$ cat config.mk
export PLATFORM = sky130hd
export DESIGN_NAME = exe_top
export DESIGN_NICKNAME = d
export VERILOG_FILES = /design/src/verilog/exe_ctl_pkg.sv /design/src/verilog/exe_op_pkg.sv /design/src/verilog/alu_core.sv /design/src/verilog/alu_shifter.sv /design/src/verilog/exe_execute.sv /design/src/verilog/exe_issue.sv /design/src/verilog/exe_top.sv /design/src/verilog/mul_iter.sv
export SDC_FILE = /design/constraint.sdc
export NUM_CORES = 2
export LEC_CHECK = 0
export ABC_AREA = 1
export BUFFER_PORTS_ARGS = -buffer_cell sky130_fd_sc_hd__buf_2
export CAP_MARGIN = 40
export CORE_MARGIN = 3
export CORE_UTILIZATION = 30
export CTS_CLUSTER_SIZE = 10
export DETAILED_ROUTE_END_ITERATION = 12
export SYNTH_ARGS = -nofsm -noshare
export SYNTH_HDL_FRONTEND = slang
export SYNTH_SLANG_ARGS = --single-unit
$ cat constraint.sdc
create_clock -name clk -period 41.1 [get_ports clk]
set_input_delay 8.22 -clock clk [delete_from_list [all_inputs] [get_ports clk]]
set_output_delay 8.22 -clock clk [all_outputs]
set_load 0.005 [all_outputs]
$ cat src/verilog/exe_ctl_pkg.sv
package exe_ctl_pkg;

    // four-phase port, seen from the side that raises req or ack
    typedef enum logic [1:0] {
        hs_idle,
        hs_req_high,
        hs_wait_release
    } hs_state_e;

    typedef enum logic [1:0] {
        ms_idle,
        ms_busy,
        ms_done
    } mul_state_e;

endpackage

$ cat src/verilog/exe_op_pkg.sv
package exe_op_pkg;

    // external opcode field
    localparam int OP_W        = 5;
    localparam int OP_WORD_BIT = 4;
    localparam int OP_VAR_BIT  = 3;

    // function select in op[2:0]
    localparam logic [2:0] FN_ADD   = 3'd0;
    localparam logic [2:0] FN_SLL   = 3'd1;
    localparam logic [2:0] FN_SLT   = 3'd2;
    localparam logic [2:0] FN_PASS2 = 3'd3;
    localparam logic [2:0] FN_XOR   = 3'd4;
    localparam logic [2:0] FN_SR    = 3'd5;
    localparam logic [2:0] FN_OR    = 3'd6;
    localparam logic [2:0] FN_AND   = 3'd7;

    typedef enum logic [3:0] {
        alu_add, alu_sub, alu_sll, alu_slt, alu_sltu, alu_pass2,
        alu_xor, alu_srl, alu_sra, alu_or, alu_and
    } alu_op_e;

    // same order as the funct3 of the multiply group
    typedef enum logic [1:0] {mt_mul, mt_mulh, mt_mulhsu, mt_mulhu} mul_type_e;

endpackage

$ cat src/verilog/alu_core.sv
`timescale 1ns/10ps

module alu_core #(
    parameter int XLEN = 64
) (
    input  exe_op_pkg::alu_op_e alu_op_i,
    input  logic                word_i,
    input  logic [XLEN-1:0]     src1_i,
    input  logic [XLEN-1:0]     src2_i,
    output logic [XLEN-1:0]     res_o,
    output logic                less_o,
    output logic                zero_o
);

    localparam int SW   = $clog2(XLEN);
    localparam int HALF = XLEN / 2;

    logic            sub_en;
    logic [XLEN-1:0] b_inv;
    logic [XLEN:0]   sum_full;
    logic [XLEN-1:0] sum;
    logic            carry;
    logic            overflow;
    logic            right;
    logic            arith;
    logic [XLEN-1:0] shift;
    logic [XLEN-1:0] alu_out;

    // compares reuse the subtractor
    assign sub_en = (alu_op_i == exe_op_pkg::alu_sub) || (alu_op_i == exe_op_pkg::alu_slt)
                 || (alu_op_i == exe_op_pkg::alu_sltu);
    assign b_inv    = src2_i ^ {XLEN{sub_en}};
    assign sum_full = {1'b0, src1_i} + {1'b0, b_inv} + {{XLEN{1'b0}}, sub_en};
    assign sum      = sum_full[XLEN-1:0];
    assign carry    = sum_full[XLEN];
    assign overflow = (src1_i[XLEN-1] == b_inv[XLEN-1]) && (sum[XLEN-1] != src1_i[XLEN-1]);

    // borrow for unsigned, sign vs overflow for signed
    assign less_o = (alu_op_i == exe_op_pkg::alu_sltu) ? (carry ^ sub_en)
                                                       : (sum[XLEN-1] ^ overflow);
    assign zero_o = ~(|sum);

    assign right = (alu_op_i == exe_op_pkg::alu_srl) || (alu_op_i == exe_op_pkg::alu_sra);
    assign arith = (alu_op_i == exe_op_pkg::alu_sra);

    alu_shifter #(
        .XLEN (XLEN)
    ) u_alu_shifter (
        .src_i   (src1_i),
        .amt_i   (src2_i[SW-1:0]),
        .right_i (right),
        .arith_i (arith),
        .word_i  (word_i),
        .shift_o (shift)
    );

    always_comb begin
        case (alu_op_i)
            exe_op_pkg::alu_sll,
            exe_op_pkg::alu_srl,
            exe_op_pkg::alu_sra:   alu_out = shift;
            exe_op_pkg::alu_slt,
            exe_op_pkg::alu_sltu:  alu_out = {{(XLEN-1){1'b0}}, less_o};
            exe_op_pkg::alu_pass2: alu_out = src2_i;
            exe_op_pkg::alu_xor:   alu_out = src1_i ^ src2_i;
            exe_op_pkg::alu_or:    alu_out = src1_i | src2_i;
            exe_op_pkg::alu_and:   alu_out = src1_i & src2_i;
            default:               alu_out = sum;
        endcase
    end

    // word results are sign extended from the low half
    assign res_o = word_i ? {{HALF{alu_out[HALF-1]}}, alu_out[HALF-1:0]} : alu_out;

endmodule

$ cat src/verilog/alu_shifter.sv
`timescale 1ns/10ps

module alu_shifter #(
    parameter int XLEN = 64
) (
    input  logic [XLEN-1:0]         src_i,
    input  logic [$clog2(XLEN)-1:0] amt_i,
    input  logic                    right_i,
    input  logic                    arith_i,
    input  logic                    word_i,
    output logic [XLEN-1:0]         shift_o
);

    localparam int SW   = $clog2(XLEN);
    localparam int HALF = XLEN / 2;

    logic [SW-1:0]   amt;
    logic [XLEN-1:0] src_w;
    logic [XLEN-1:0] src_rev;
    logic [XLEN-1:0] shr_in;
    logic [XLEN-1:0] shr_res;
    logic [XLEN-1:0] res_rev;
    logic [XLEN-1:0] ones;
    logic [XLEN-1:0] fill;
    logic            sign;

    // word mode works on the low half only
    assign amt   = word_i ? {1'b0, amt_i[SW-2:0]} : amt_i;
    assign src_w = word_i ? {{HALF{1'b0}}, src_i[HALF-1:0]} : src_i;
    assign sign  = word_i ? src_i[HALF-1] : src_i[XLEN-1];
    assign ones  = word_i ? {{HALF{1'b0}}, {HALF{1'b1}}} : {XLEN{1'b1}};

    for (genvar i = 0; i < XLEN; i++) begin : g_rev
        assign src_rev[i] = src_w[XLEN-1-i];
        assign res_rev[i] = shr_res[XLEN-1-i];
    end

    // left shift runs reversed through the right shifter
    assign shr_in  = right_i ? src_w : src_rev;
    assign shr_res = shr_in >> amt;

    // bits vacated at the top of the active field
    assign fill = ~(ones >> amt);

    assign shift_o = right_i ? (shr_res | (fill & {XLEN{sign & arith_i}})) : res_rev;

endmodule

$ cat src/verilog/exe_execute.sv
`timescale 1ns/10ps

module exe_execute #(
    parameter int XLEN = 64
) (
    input  logic                  clk,
    input  logic                  rst_n,
    input  logic                  flush_i,
    input  logic                  iss_req_i,
    input  exe_op_pkg::alu_op_e   iss_alu_op_i,
    input  logic                  iss_mul_i,
    input  exe_op_pkg::mul_type_e iss_mul_type_i,
    input  logic                  iss_word_i,
    input  logic [XLEN-1:0]       iss_src1_i,
    input  logic [XLEN-1:0]       iss_src2_i,
    input  logic                  dn_ack_i,
    output logic                  iss_ack_o,
    output logic                  dn_req_o,
    output logic [XLEN-1:0]       res_o,
    output logic                  less_o,
    output logic                  zero_o
);

    localparam int HALF = XLEN / 2;

    exe_ctl_pkg::hs_state_e dn_state_q;
    logic                   mul_pend_q;
    logic                   accept;
    logic                   mul_start;
    logic [XLEN-1:0]        alu_res;
    logic                   alu_less;
    logic                   alu_zero;
    logic                   mul_done;
    logic [XLEN-1:0]        mul_prod;
    logic [XLEN-1:0]        mul_res;

    // new item only with a free result register and no multiply running
    assign accept = iss_req_i && !iss_ack_o && !mul_pend_q
                 && (dn_state_q == exe_ctl_pkg::hs_idle);
    assign mul_start = accept && iss_mul_i;
    assign mul_res   = iss_word_i ? {{HALF{mul_prod[HALF-1]}}, mul_prod[HALF-1:0]} : mul_prod;
    assign dn_req_o  = (dn_state_q == exe_ctl_pkg::hs_req_high);

    alu_core #(
        .XLEN (XLEN)
    ) u_alu_core (
        .alu_op_i (iss_alu_op_i),
        .word_i   (iss_word_i),
        .src1_i   (iss_src1_i),
        .src2_i   (iss_src2_i),
        .res_o    (alu_res),
        .less_o   (alu_less),
        .zero_o   (alu_zero)
    );

    mul_iter #(
        .XLEN (XLEN)
    ) u_mul_iter (
        .clk        (clk),
        .rst_n      (rst_n),
        .start_i    (mul_start),
        .flush_i    (flush_i),
        .mul_type_i (iss_mul_type_i),
        .src1_i     (iss_src1_i),
        .src2_i     (iss_src2_i),
        .done_o     (mul_done),
        .prod_o     (mul_prod)
    );

    always_ff @(posedge clk or negedge rst_n) begin
        if (!rst_n) begin
            dn_state_q <= exe_ctl_pkg::hs_idle;
            mul_pend_q <= 1'b0;
            iss_ack_o  <= 1'b0;
        end else begin
            if (accept && !iss_mul_i) begin
                iss_ack_o  <= 1'b1;
                dn_state_q <= exe_ctl_pkg::hs_req_high;
            end else if (mul_start) begin
                mul_pend_q <= 1'b1;
            end else if (mul_pend_q && mul_done) begin
                mul_pend_q <= 1'b0;
                iss_ack_o  <= 1'b1;
                dn_state_q <= exe_ctl_pkg::hs_req_high;
            end else if (mul_pend_q && flush_i) begin
                // cancelled multiply, item retired with no result
                mul_pend_q <= 1'b0;
                iss_ack_o  <= 1'b1;
            end else if (!iss_req_i) begin
                iss_ack_o <= 1'b0;
            end
            if (dn_state_q == exe_ctl_pkg::hs_req_high && dn_ack_i) begin
                dn_state_q <= exe_ctl_pkg::hs_wait_release;
            end else if (dn_state_q == exe_ctl_pkg::hs_wait_release && !dn_ack_i) begin
                dn_state_q <= exe_ctl_pkg::hs_idle;
            end
        end
    end

    // result register and flags
    always_ff @(posedge clk) begin
        if (accept && !iss_mul_i) begin
            res_o  <= alu_res;
            less_o <= alu_less;
            zero_o <= alu_zero;
        end else if (mul_pend_q && mul_done) begin
            res_o  <= mul_res;
            less_o <= 1'b0;
            zero_o <= 1'b0;
        end
    end

endmodule

$ cat src/verilog/exe_issue.sv
`timescale 1ns/10ps

module exe_issue #(
    parameter int XLEN = 64
) (
    input  logic                          clk,
    input  logic                          rst_n,
    input  logic                          up_req_i,
    input  logic [exe_op_pkg::OP_W-1:0]   op_i,
    input  logic                          mul_i,
    input  logic [1:0]                    mul_sel_i,
    input  logic [XLEN-1:0]               src1_i,
    input  logic [XLEN-1:0]               src2_i,
    input  logic                          iss_ack_i,
    output logic                          up_ack_o,
    output logic                          iss_req_o,
    output exe_op_pkg::alu_op_e           iss_alu_op_o,
    output logic                          iss_mul_o,
    output exe_op_pkg::mul_type_e         iss_mul_type_o,
    output logic                          iss_word_o,
    output logic [XLEN-1:0]               iss_src1_o,
    output logic [XLEN-1:0]               iss_src2_o
);

    exe_ctl_pkg::hs_state_e state_q;
    exe_op_pkg::alu_op_e    op_dec;
    logic                   capture;
    logic                   variant;

    // only take a new item once the stage has drained
    assign capture = up_req_i && !up_ack_o && (state_q == exe_ctl_pkg::hs_idle);
    assign variant = op_i[exe_op_pkg::OP_VAR_BIT];
    assign iss_req_o = (state_q == exe_ctl_pkg::hs_req_high);

    always_comb begin
        case (op_i[2:0])
            exe_op_pkg::FN_ADD:   op_dec = variant ? exe_op_pkg::alu_sub : exe_op_pkg::alu_add;
            exe_op_pkg::FN_SLL:   op_dec = exe_op_pkg::alu_sll;
            exe_op_pkg::FN_SLT:   op_dec = variant ? exe_op_pkg::alu_sltu : exe_op_pkg::alu_slt;
            exe_op_pkg::FN_PASS2: op_dec = exe_op_pkg::alu_pass2;
            exe_op_pkg::FN_XOR:   op_dec = exe_op_pkg::alu_xor;
            exe_op_pkg::FN_SR:    op_dec = variant ? exe_op_pkg::alu_sra : exe_op_pkg::alu_srl;
            exe_op_pkg::FN_OR:    op_dec = exe_op_pkg::alu_or;
            default:              op_dec = exe_op_pkg::alu_and;
        endcase
    end

    always_ff @(posedge clk or negedge rst_n) begin
        if (!rst_n) begin
            state_q  <= exe_ctl_pkg::hs_idle;
            up_ack_o <= 1'b0;
        end else begin
            if (capture) begin
                up_ack_o <= 1'b1;
            end else if (!up_req_i) begin
                up_ack_o <= 1'b0;
            end
            case (state_q)
                exe_ctl_pkg::hs_idle: begin
                    if (capture) begin
                        state_q <= exe_ctl_pkg::hs_req_high;
                    end
                end
                exe_ctl_pkg::hs_req_high: begin
                    if (iss_ack_i) begin
                        state_q <= exe_ctl_pkg::hs_wait_release;
                    end
                end
                default: begin
                    if (!iss_ack_i) begin
                        state_q <= exe_ctl_pkg::hs_idle;
                    end
                end
            endcase
        end
    end

    // held item
    always_ff @(posedge clk) begin
        if (capture) begin
            iss_alu_op_o   <= op_dec;
            iss_mul_o      <= mul_i;
            iss_mul_type_o <= exe_op_pkg::mul_type_e'(mul_sel_i);
            iss_word_o     <= op_i[exe_op_pkg::OP_WORD_BIT];
            iss_src1_o     <= src1_i;
            iss_src2_o     <= src2_i;
        end
    end

endmodule

$ cat src/verilog/exe_top.sv
`timescale 1ns/10ps

module exe_top #(
    parameter int XLEN = 64
) (
    input  logic                        clk,
    input  logic                        rst_n,
    input  logic                        flush_i,
    input  logic                        up_req_i,
    input  logic [exe_op_pkg::OP_W-1:0] op_i,
    input  logic                        mul_i,
    input  logic [1:0]                  mul_sel_i,
    input  logic [XLEN-1:0]             src1_i,
    input  logic [XLEN-1:0]             src2_i,
    input  logic                        dn_ack_i,
    output logic                        up_ack_o,
    output logic                        dn_req_o,
    output logic [XLEN-1:0]             res_o,
    output logic                        less_o,
    output logic                        zero_o
);

    // issue to execute
    logic                  iss_req;
    logic                  iss_ack;
    exe_op_pkg::alu_op_e   iss_alu_op;
    logic                  iss_mul;
    exe_op_pkg::mul_type_e iss_mul_type;
    logic                  iss_word;
    logic [XLEN-1:0]       iss_src1;
    logic [XLEN-1:0]       iss_src2;

    exe_issue #(
        .XLEN (XLEN)
    ) u_exe_issue (
        .clk            (clk),
        .rst_n          (rst_n),
        .up_req_i       (up_req_i),
        .op_i           (op_i),
        .mul_i          (mul_i),
        .mul_sel_i      (mul_sel_i),
        .src1_i         (src1_i),
        .src2_i         (src2_i),
        .iss_ack_i      (iss_ack),
        .up_ack_o       (up_ack_o),
        .iss_req_o      (iss_req),
        .iss_alu_op_o   (iss_alu_op),
        .iss_mul_o      (iss_mul),
        .iss_mul_type_o (iss_mul_type),
        .iss_word_o     (iss_word),
        .iss_src1_o     (iss_src1),
        .iss_src2_o     (iss_src2)
    );

    exe_execute #(
        .XLEN (XLEN)
    ) u_exe_execute (
        .clk            (clk),
        .rst_n          (rst_n),
        .flush_i        (flush_i),
        .iss_req_i      (iss_req),
        .iss_alu_op_i   (iss_alu_op),
        .iss_mul_i      (iss_mul),
        .iss_mul_type_i (iss_mul_type),
        .iss_word_i     (iss_word),
        .iss_src1_i     (iss_src1),
        .iss_src2_i     (iss_src2),
        .dn_ack_i       (dn_ack_i),
        .iss_ack_o      (iss_ack),
        .dn_req_o       (dn_req_o),
        .res_o          (res_o),
        .less_o         (less_o),
        .zero_o         (zero_o)
    );

endmodule

$ cat src/verilog/mul_iter.sv
`timescale 1ns/10ps

module mul_iter #(
    parameter int XLEN = 64
) (
    input  logic                  clk,
    input  logic                  rst_n,
    input  logic                  start_i,
    input  logic                  flush_i,
    input  exe_op_pkg::mul_type_e mul_type_i,
    input  logic [XLEN-1:0]       src1_i,
    input  logic [XLEN-1:0]       src2_i,
    output logic                  done_o,
    output logic [XLEN-1:0]       prod_o
);

    localparam int CW = $clog2(XLEN);

    exe_ctl_pkg::mul_state_e state_q;
    logic [CW-1:0]           cnt_q;
    logic [2*XLEN-1:0]       mcand_q;
    logic [XLEN-1:0]         mplier_q;
    logic [2*XLEN-1:0]       acc_q;
    logic                    neg_q;
    logic                    lo_sel_q;
    logic                    a_neg;
    logic                    b_neg;
    logic [XLEN-1:0]         a_mag;
    logic [XLEN-1:0]         b_mag;
    logic [2*XLEN-1:0]       prod_full;

    // operand signs as the type defines them
    assign a_neg = src1_i[XLEN-1] && ((mul_type_i == exe_op_pkg::mt_mulh)
                                   || (mul_type_i == exe_op_pkg::mt_mulhsu));
    assign b_neg = src2_i[XLEN-1] && (mul_type_i == exe_op_pkg::mt_mulh);
    assign a_mag = a_neg ? -src1_i : src1_i;
    assign b_mag = b_neg ? -src2_i : src2_i;

    always_ff @(posedge clk or negedge rst_n) begin
        if (!rst_n) begin
            state_q <= exe_ctl_pkg::ms_idle;
            cnt_q   <= '0;
        end else begin
            case (state_q)
                exe_ctl_pkg::ms_idle: begin
                    if (start_i) begin
                        state_q <= exe_ctl_pkg::ms_busy;
                        cnt_q   <= '0;
                    end
                end
                exe_ctl_pkg::ms_busy: begin
                    cnt_q <= cnt_q + 1'b1;
                    if (flush_i) begin
                        state_q <= exe_ctl_pkg::ms_idle;
                    end else if (cnt_q == CW'(XLEN - 1)) begin
                        state_q <= exe_ctl_pkg::ms_done;
                    end
                end
                default: state_q <= exe_ctl_pkg::ms_idle;
            endcase
        end
    end

    // shift-add datapath over magnitudes
    always_ff @(posedge clk) begin
        if (state_q == exe_ctl_pkg::ms_idle && start_i) begin
            mcand_q  <= {{XLEN{1'b0}}, a_mag};
            mplier_q <= b_mag;
            acc_q    <= '0;
            neg_q    <= a_neg ^ b_neg;
            lo_sel_q <= (mul_type_i == exe_op_pkg::mt_mul);
        end else if (state_q == exe_ctl_pkg::ms_busy) begin
            if (mplier_q[0]) begin
                acc_q <= acc_q + mcand_q;
            end
            mcand_q  <= mcand_q << 1;
            mplier_q <= mplier_q >> 1;
        end
    end

    assign prod_full = neg_q ? -acc_q : acc_q;
    assign prod_o    = lo_sel_q ? prod_full[XLEN-1:0] : prod_full[2*XLEN-1:XLEN];
    assign done_o    = (state_q == exe_ctl_pkg::ms_done);

endmodule
==> impl_metrics.ini <==
[run_status]
outcome = complete, no violations

[pwr]
leakage_nw = 28.68
clock_power_share_pct = 14.2
power.density_mw_per_mm2 = 77.80
worst_ir_drop_vdd_mv = 0.04169
internal_power_mw = 1.989
switching_share_pct = 58.85
p_switching_mw = 2.844
combPwrFrac_pct = 63.7
power_frac_seq_pct = 22.1

[cells_and_area]
drive_gt1_share_pct = 6.157
layout_common_cells = 2422 x nand2_1, 1141 x inv_1, 887 x nor2_1
regArea_sq_mm = 0.01419
syn_to_final_growth_pct = 11.61
nFillCells = 20505
multi_input_area_sq_mm = 0.03581
fin_nets = 9498
final_common_cell = nand2_1
utilization_pct = 33.82

[timing]
finalClockSkew_ns = 0.05503
finalSetupViolCount = 0
fmax_mhz = 98.52
setup_tns_ns = 0
final-hold-violation-count = 0
min_period_over_period_pct = 24.70
final_max_slew_viol_count = 0
finalCriticalPeriod_ns = 10.15
rsz0062_at_grt = false
tightest_slew_ns = 1.048
hold_slack_ns = 0.5151
max-slew-margin-rel_pct = 30.15

[cts]
cts_tree = done
clock_latency_ns = 0.75
ctsRootBufferMaster = clkbuf_16
cts_hold_buf = 0
post-cts-setup-buffers = 0
cts.sinks = 539
clkTransAtPathRegs_ns = 0.06
clockBufferDepth = 3
htree_levels = 3
cts_buffers = 75
cts.repair.resized = 0

[routing]
finalWirelength_um = 353900
drt-pass1-iter-count = 8
vias = 65144
ant_nets = 0
wl_per_cell_um = 30.64
drtIter0Drc = 7400
via_per_inst = 5.639
drcViolationCount = 0

[global_route]
use_met2_pct = 56.30
grt_pass1_vias = 62257
busiest_layer = met2
antenna_found_initial = 14
track_usage_pct = 35.77
grt_use_met3_pct = 6.438
grt.met1_usage_pct = 43.27
grt_remaining_overflow = 0
grt_pass1_wl_um = 483800
grt_max_degree = 137

[die]
initial_core_util_pct = 30.30
die_x_um = 436.7
core_sq_mm = 0.1837
boundaryPins = 209
fp.dieH_um = 436.7
die_area_sq_mm = 0.1907
row_count = 157

[setup_path]
r2r-start = u_exe_issue.iss_alu_op_o[0]
crit_type = in2reg
cp_max_fo = 70
max_stage_delay_ns = 0.81
r2r_slack_ns = 35.06
r2r-end = u_exe_execute.zero_o
critPathMostFrequentCell = buf_4
start_kind = primary input
critPathRequiredTime_ns = 41.44
path_depth = 6
cp_num_buf_inv = 5
cp-end-kind = register
crit_family = buffers and inverters
r2r.worst_path.cells = 20
cp_data_arrival_time_ns = 10.50
path_cells = buf_2, inv_1, nor4_2, buf_4, buf_4, buf_4
slowest_stage = buf_4

[placement]
dpl.hpwl_um = 291100
routabilityCongestion = 1.067
port_buffers = 208

[hold_path]
hold_depth = 2
hold_path.class = reg2reg
min_from = u_exe_execute.u_mul_iter.mplier_q[20]
whs_endpoint = u_exe_execute.u_mul_iter.mplier_q[19]

[synthesis]
synth_top_area_share_pct = 17.91
synth-seq-area-share_pct = 25.49
syn_area_per_cell_sq_um = 6.218
synth-edff-count = 332
ys_ff_latch = 539
synth_ff_type = edfxtp_1
ys_warn_count = 0
syn_area_sq_mm = 0.05566
syn_nets = 9418
synth_cells = 8951
yosysUniqueCellTypes = 73
synth.largest_area_cell = edfxtp_1
async_flop_share_pct = 2.783
synthTopCellsByArea = edfxtp_1 18%, nand2_1 16%, inv_1 7.7%

[run]
max_cap_viol_count = 0
[cells by family after synthesis]
family,after synthesis,share of synthesized area (%)
adders and majority gates,326,7.355
muxes,1,0.01798
DFF,539,25.49
AOI/OAI and AO/OA,1690,17.28
buffers and inverters,1504,10.41
xor gates and xnor gates,277,4.359
and+or+nand+nor,4614,35.08
[how the worst max path moves through the flow]
| stage | from | end |
|---|---|---|
| after floorplan | up_req_i | u_exe_issue.iss_alu_op_o[0] |
| after global placement | up_req_i | u_exe_issue.iss_src1_o[41] |
| after detailed placement | up_req_i | u_exe_issue.iss_src1_o[61] |
| after CTS | up_req_i | u_exe_issue.iss_src1_o[61] |
| after global routing | up_req_i | u_exe_issue.iss_src1_o[44] |
| final | up_req_i | u_exe_issue.iss_src1_o[51] |
[cell usage after synthesis (all sizes together) (5+ instances only)]
library cell and n:
a21oi 529, xnor2 27, nor2 909, nor3 116, a31o 5, and3 16
o21a 32, dfrtp 15, a211oi 25, xor2 250, a221oi 28, o21ai 733
nor4 72, o22ai 12, inv 1156, buf 117, or2 15, o31ai 22
o221ai 21, o211ai 103, o21bai 62, nand3b 28, nand4 148, a21boi 10
edfxtp 332, a21o 37, a31oi 35, clkbuf 227, a2111oi 17, nand2 2440
ha 324, nand3 862, dfxtp 192
[per-stage QoR]
| stage | cells | total power [mW] | worst slack (ns) | area, sq um |
|---|---|---|---|---|
| 2_1_floorplan | 8951 | 2.684 | 19.15 | 55660 |
| 3_3_place_gp | 11385 | 4.026 | 30.35 | 59290 |
| 3_5_place_dp | 11417 | 4.038 | 30.21 | 59600 |
| 4_1_cts | 11542 | 4.746 | 30.97 | 62090 |
| 5_1_grt | 11547 | 5.069 | 30.77 | 62110 |
| 6_report | 11553 | 4.833 | 30.95 | 62120 |
[worst reg2reg max path, stage by stage (launching register included)]
cell and delay (ns):
edfxtp_1 0.46, nor2_1 0.26, nand2_1 0.41, nand2_4 0.54, buf_4 0.69, xor2_1 0.15, ha_1 0.40, nand2_1 0.11
nor2_1 0.15, inv_1 0.09, nor2_1 0.13, inv_1 0.09, nor3_1 0.63, nand3_1 0.29, nand2_1 0.26, a21oi_1 0.14
xor2_1 0.38, nand2_1 0.14, nor2_1 0.14, nand4_1 0.11, nor2_1 0.28
[layer usage]
metal  share of wire, %  vias to the layer above  routed length, um
li1                   -                    29950                  -
met1                 39                    31225             138600
met2                 44                     3207             156000
met3                7.4                      758              26370
met4                9.3                        4              32930
met5             0.0079                        -                 28
[state kept, by name, summed over array words and instances, names as in the netlist, 2 cells and up]
signal                             flops
u_exe_execute.dn_state_q               2
u_exe_execute.res_o                   64
u_exe_execute.u_mul_iter.acc_q       128
u_exe_execute.u_mul_iter.cnt_q         6
u_exe_execute.u_mul_iter.mcand_q     128
u_exe_execute.u_mul_iter.mplier_q     64
u_exe_execute.u_mul_iter.state_q       2
u_exe_issue.iss_alu_op_o               4
u_exe_issue.iss_mul_type_o             2
u_exe_issue.iss_src1_o                64
u_exe_issue.iss_src2_o                64
u_exe_issue.state_q                    2
[power groups by stage]
stage	clock, mW	combinational, mW	sequential (mW)
floorplan	0	1.75	0.930
global placement	0	2.96	1.06
detailed placement	0	2.98	1.06
CTS	0.701	2.99	1.05
global route	0.718	3.28	1.07
finish	0.687	3.08	1.07
[layout make-up]
class	instances	share of cell area, %
multi-input cells	6908	57.64
flip-flops and latches	539	22.84
inverters	1160	7.023
well taps	2464	4.963
repair buffers	347	3.482
clock buffers	96	3.281
clock inverters	29	0.7271
diodes	10	0.04028
(Power assumes the default switching activity.)
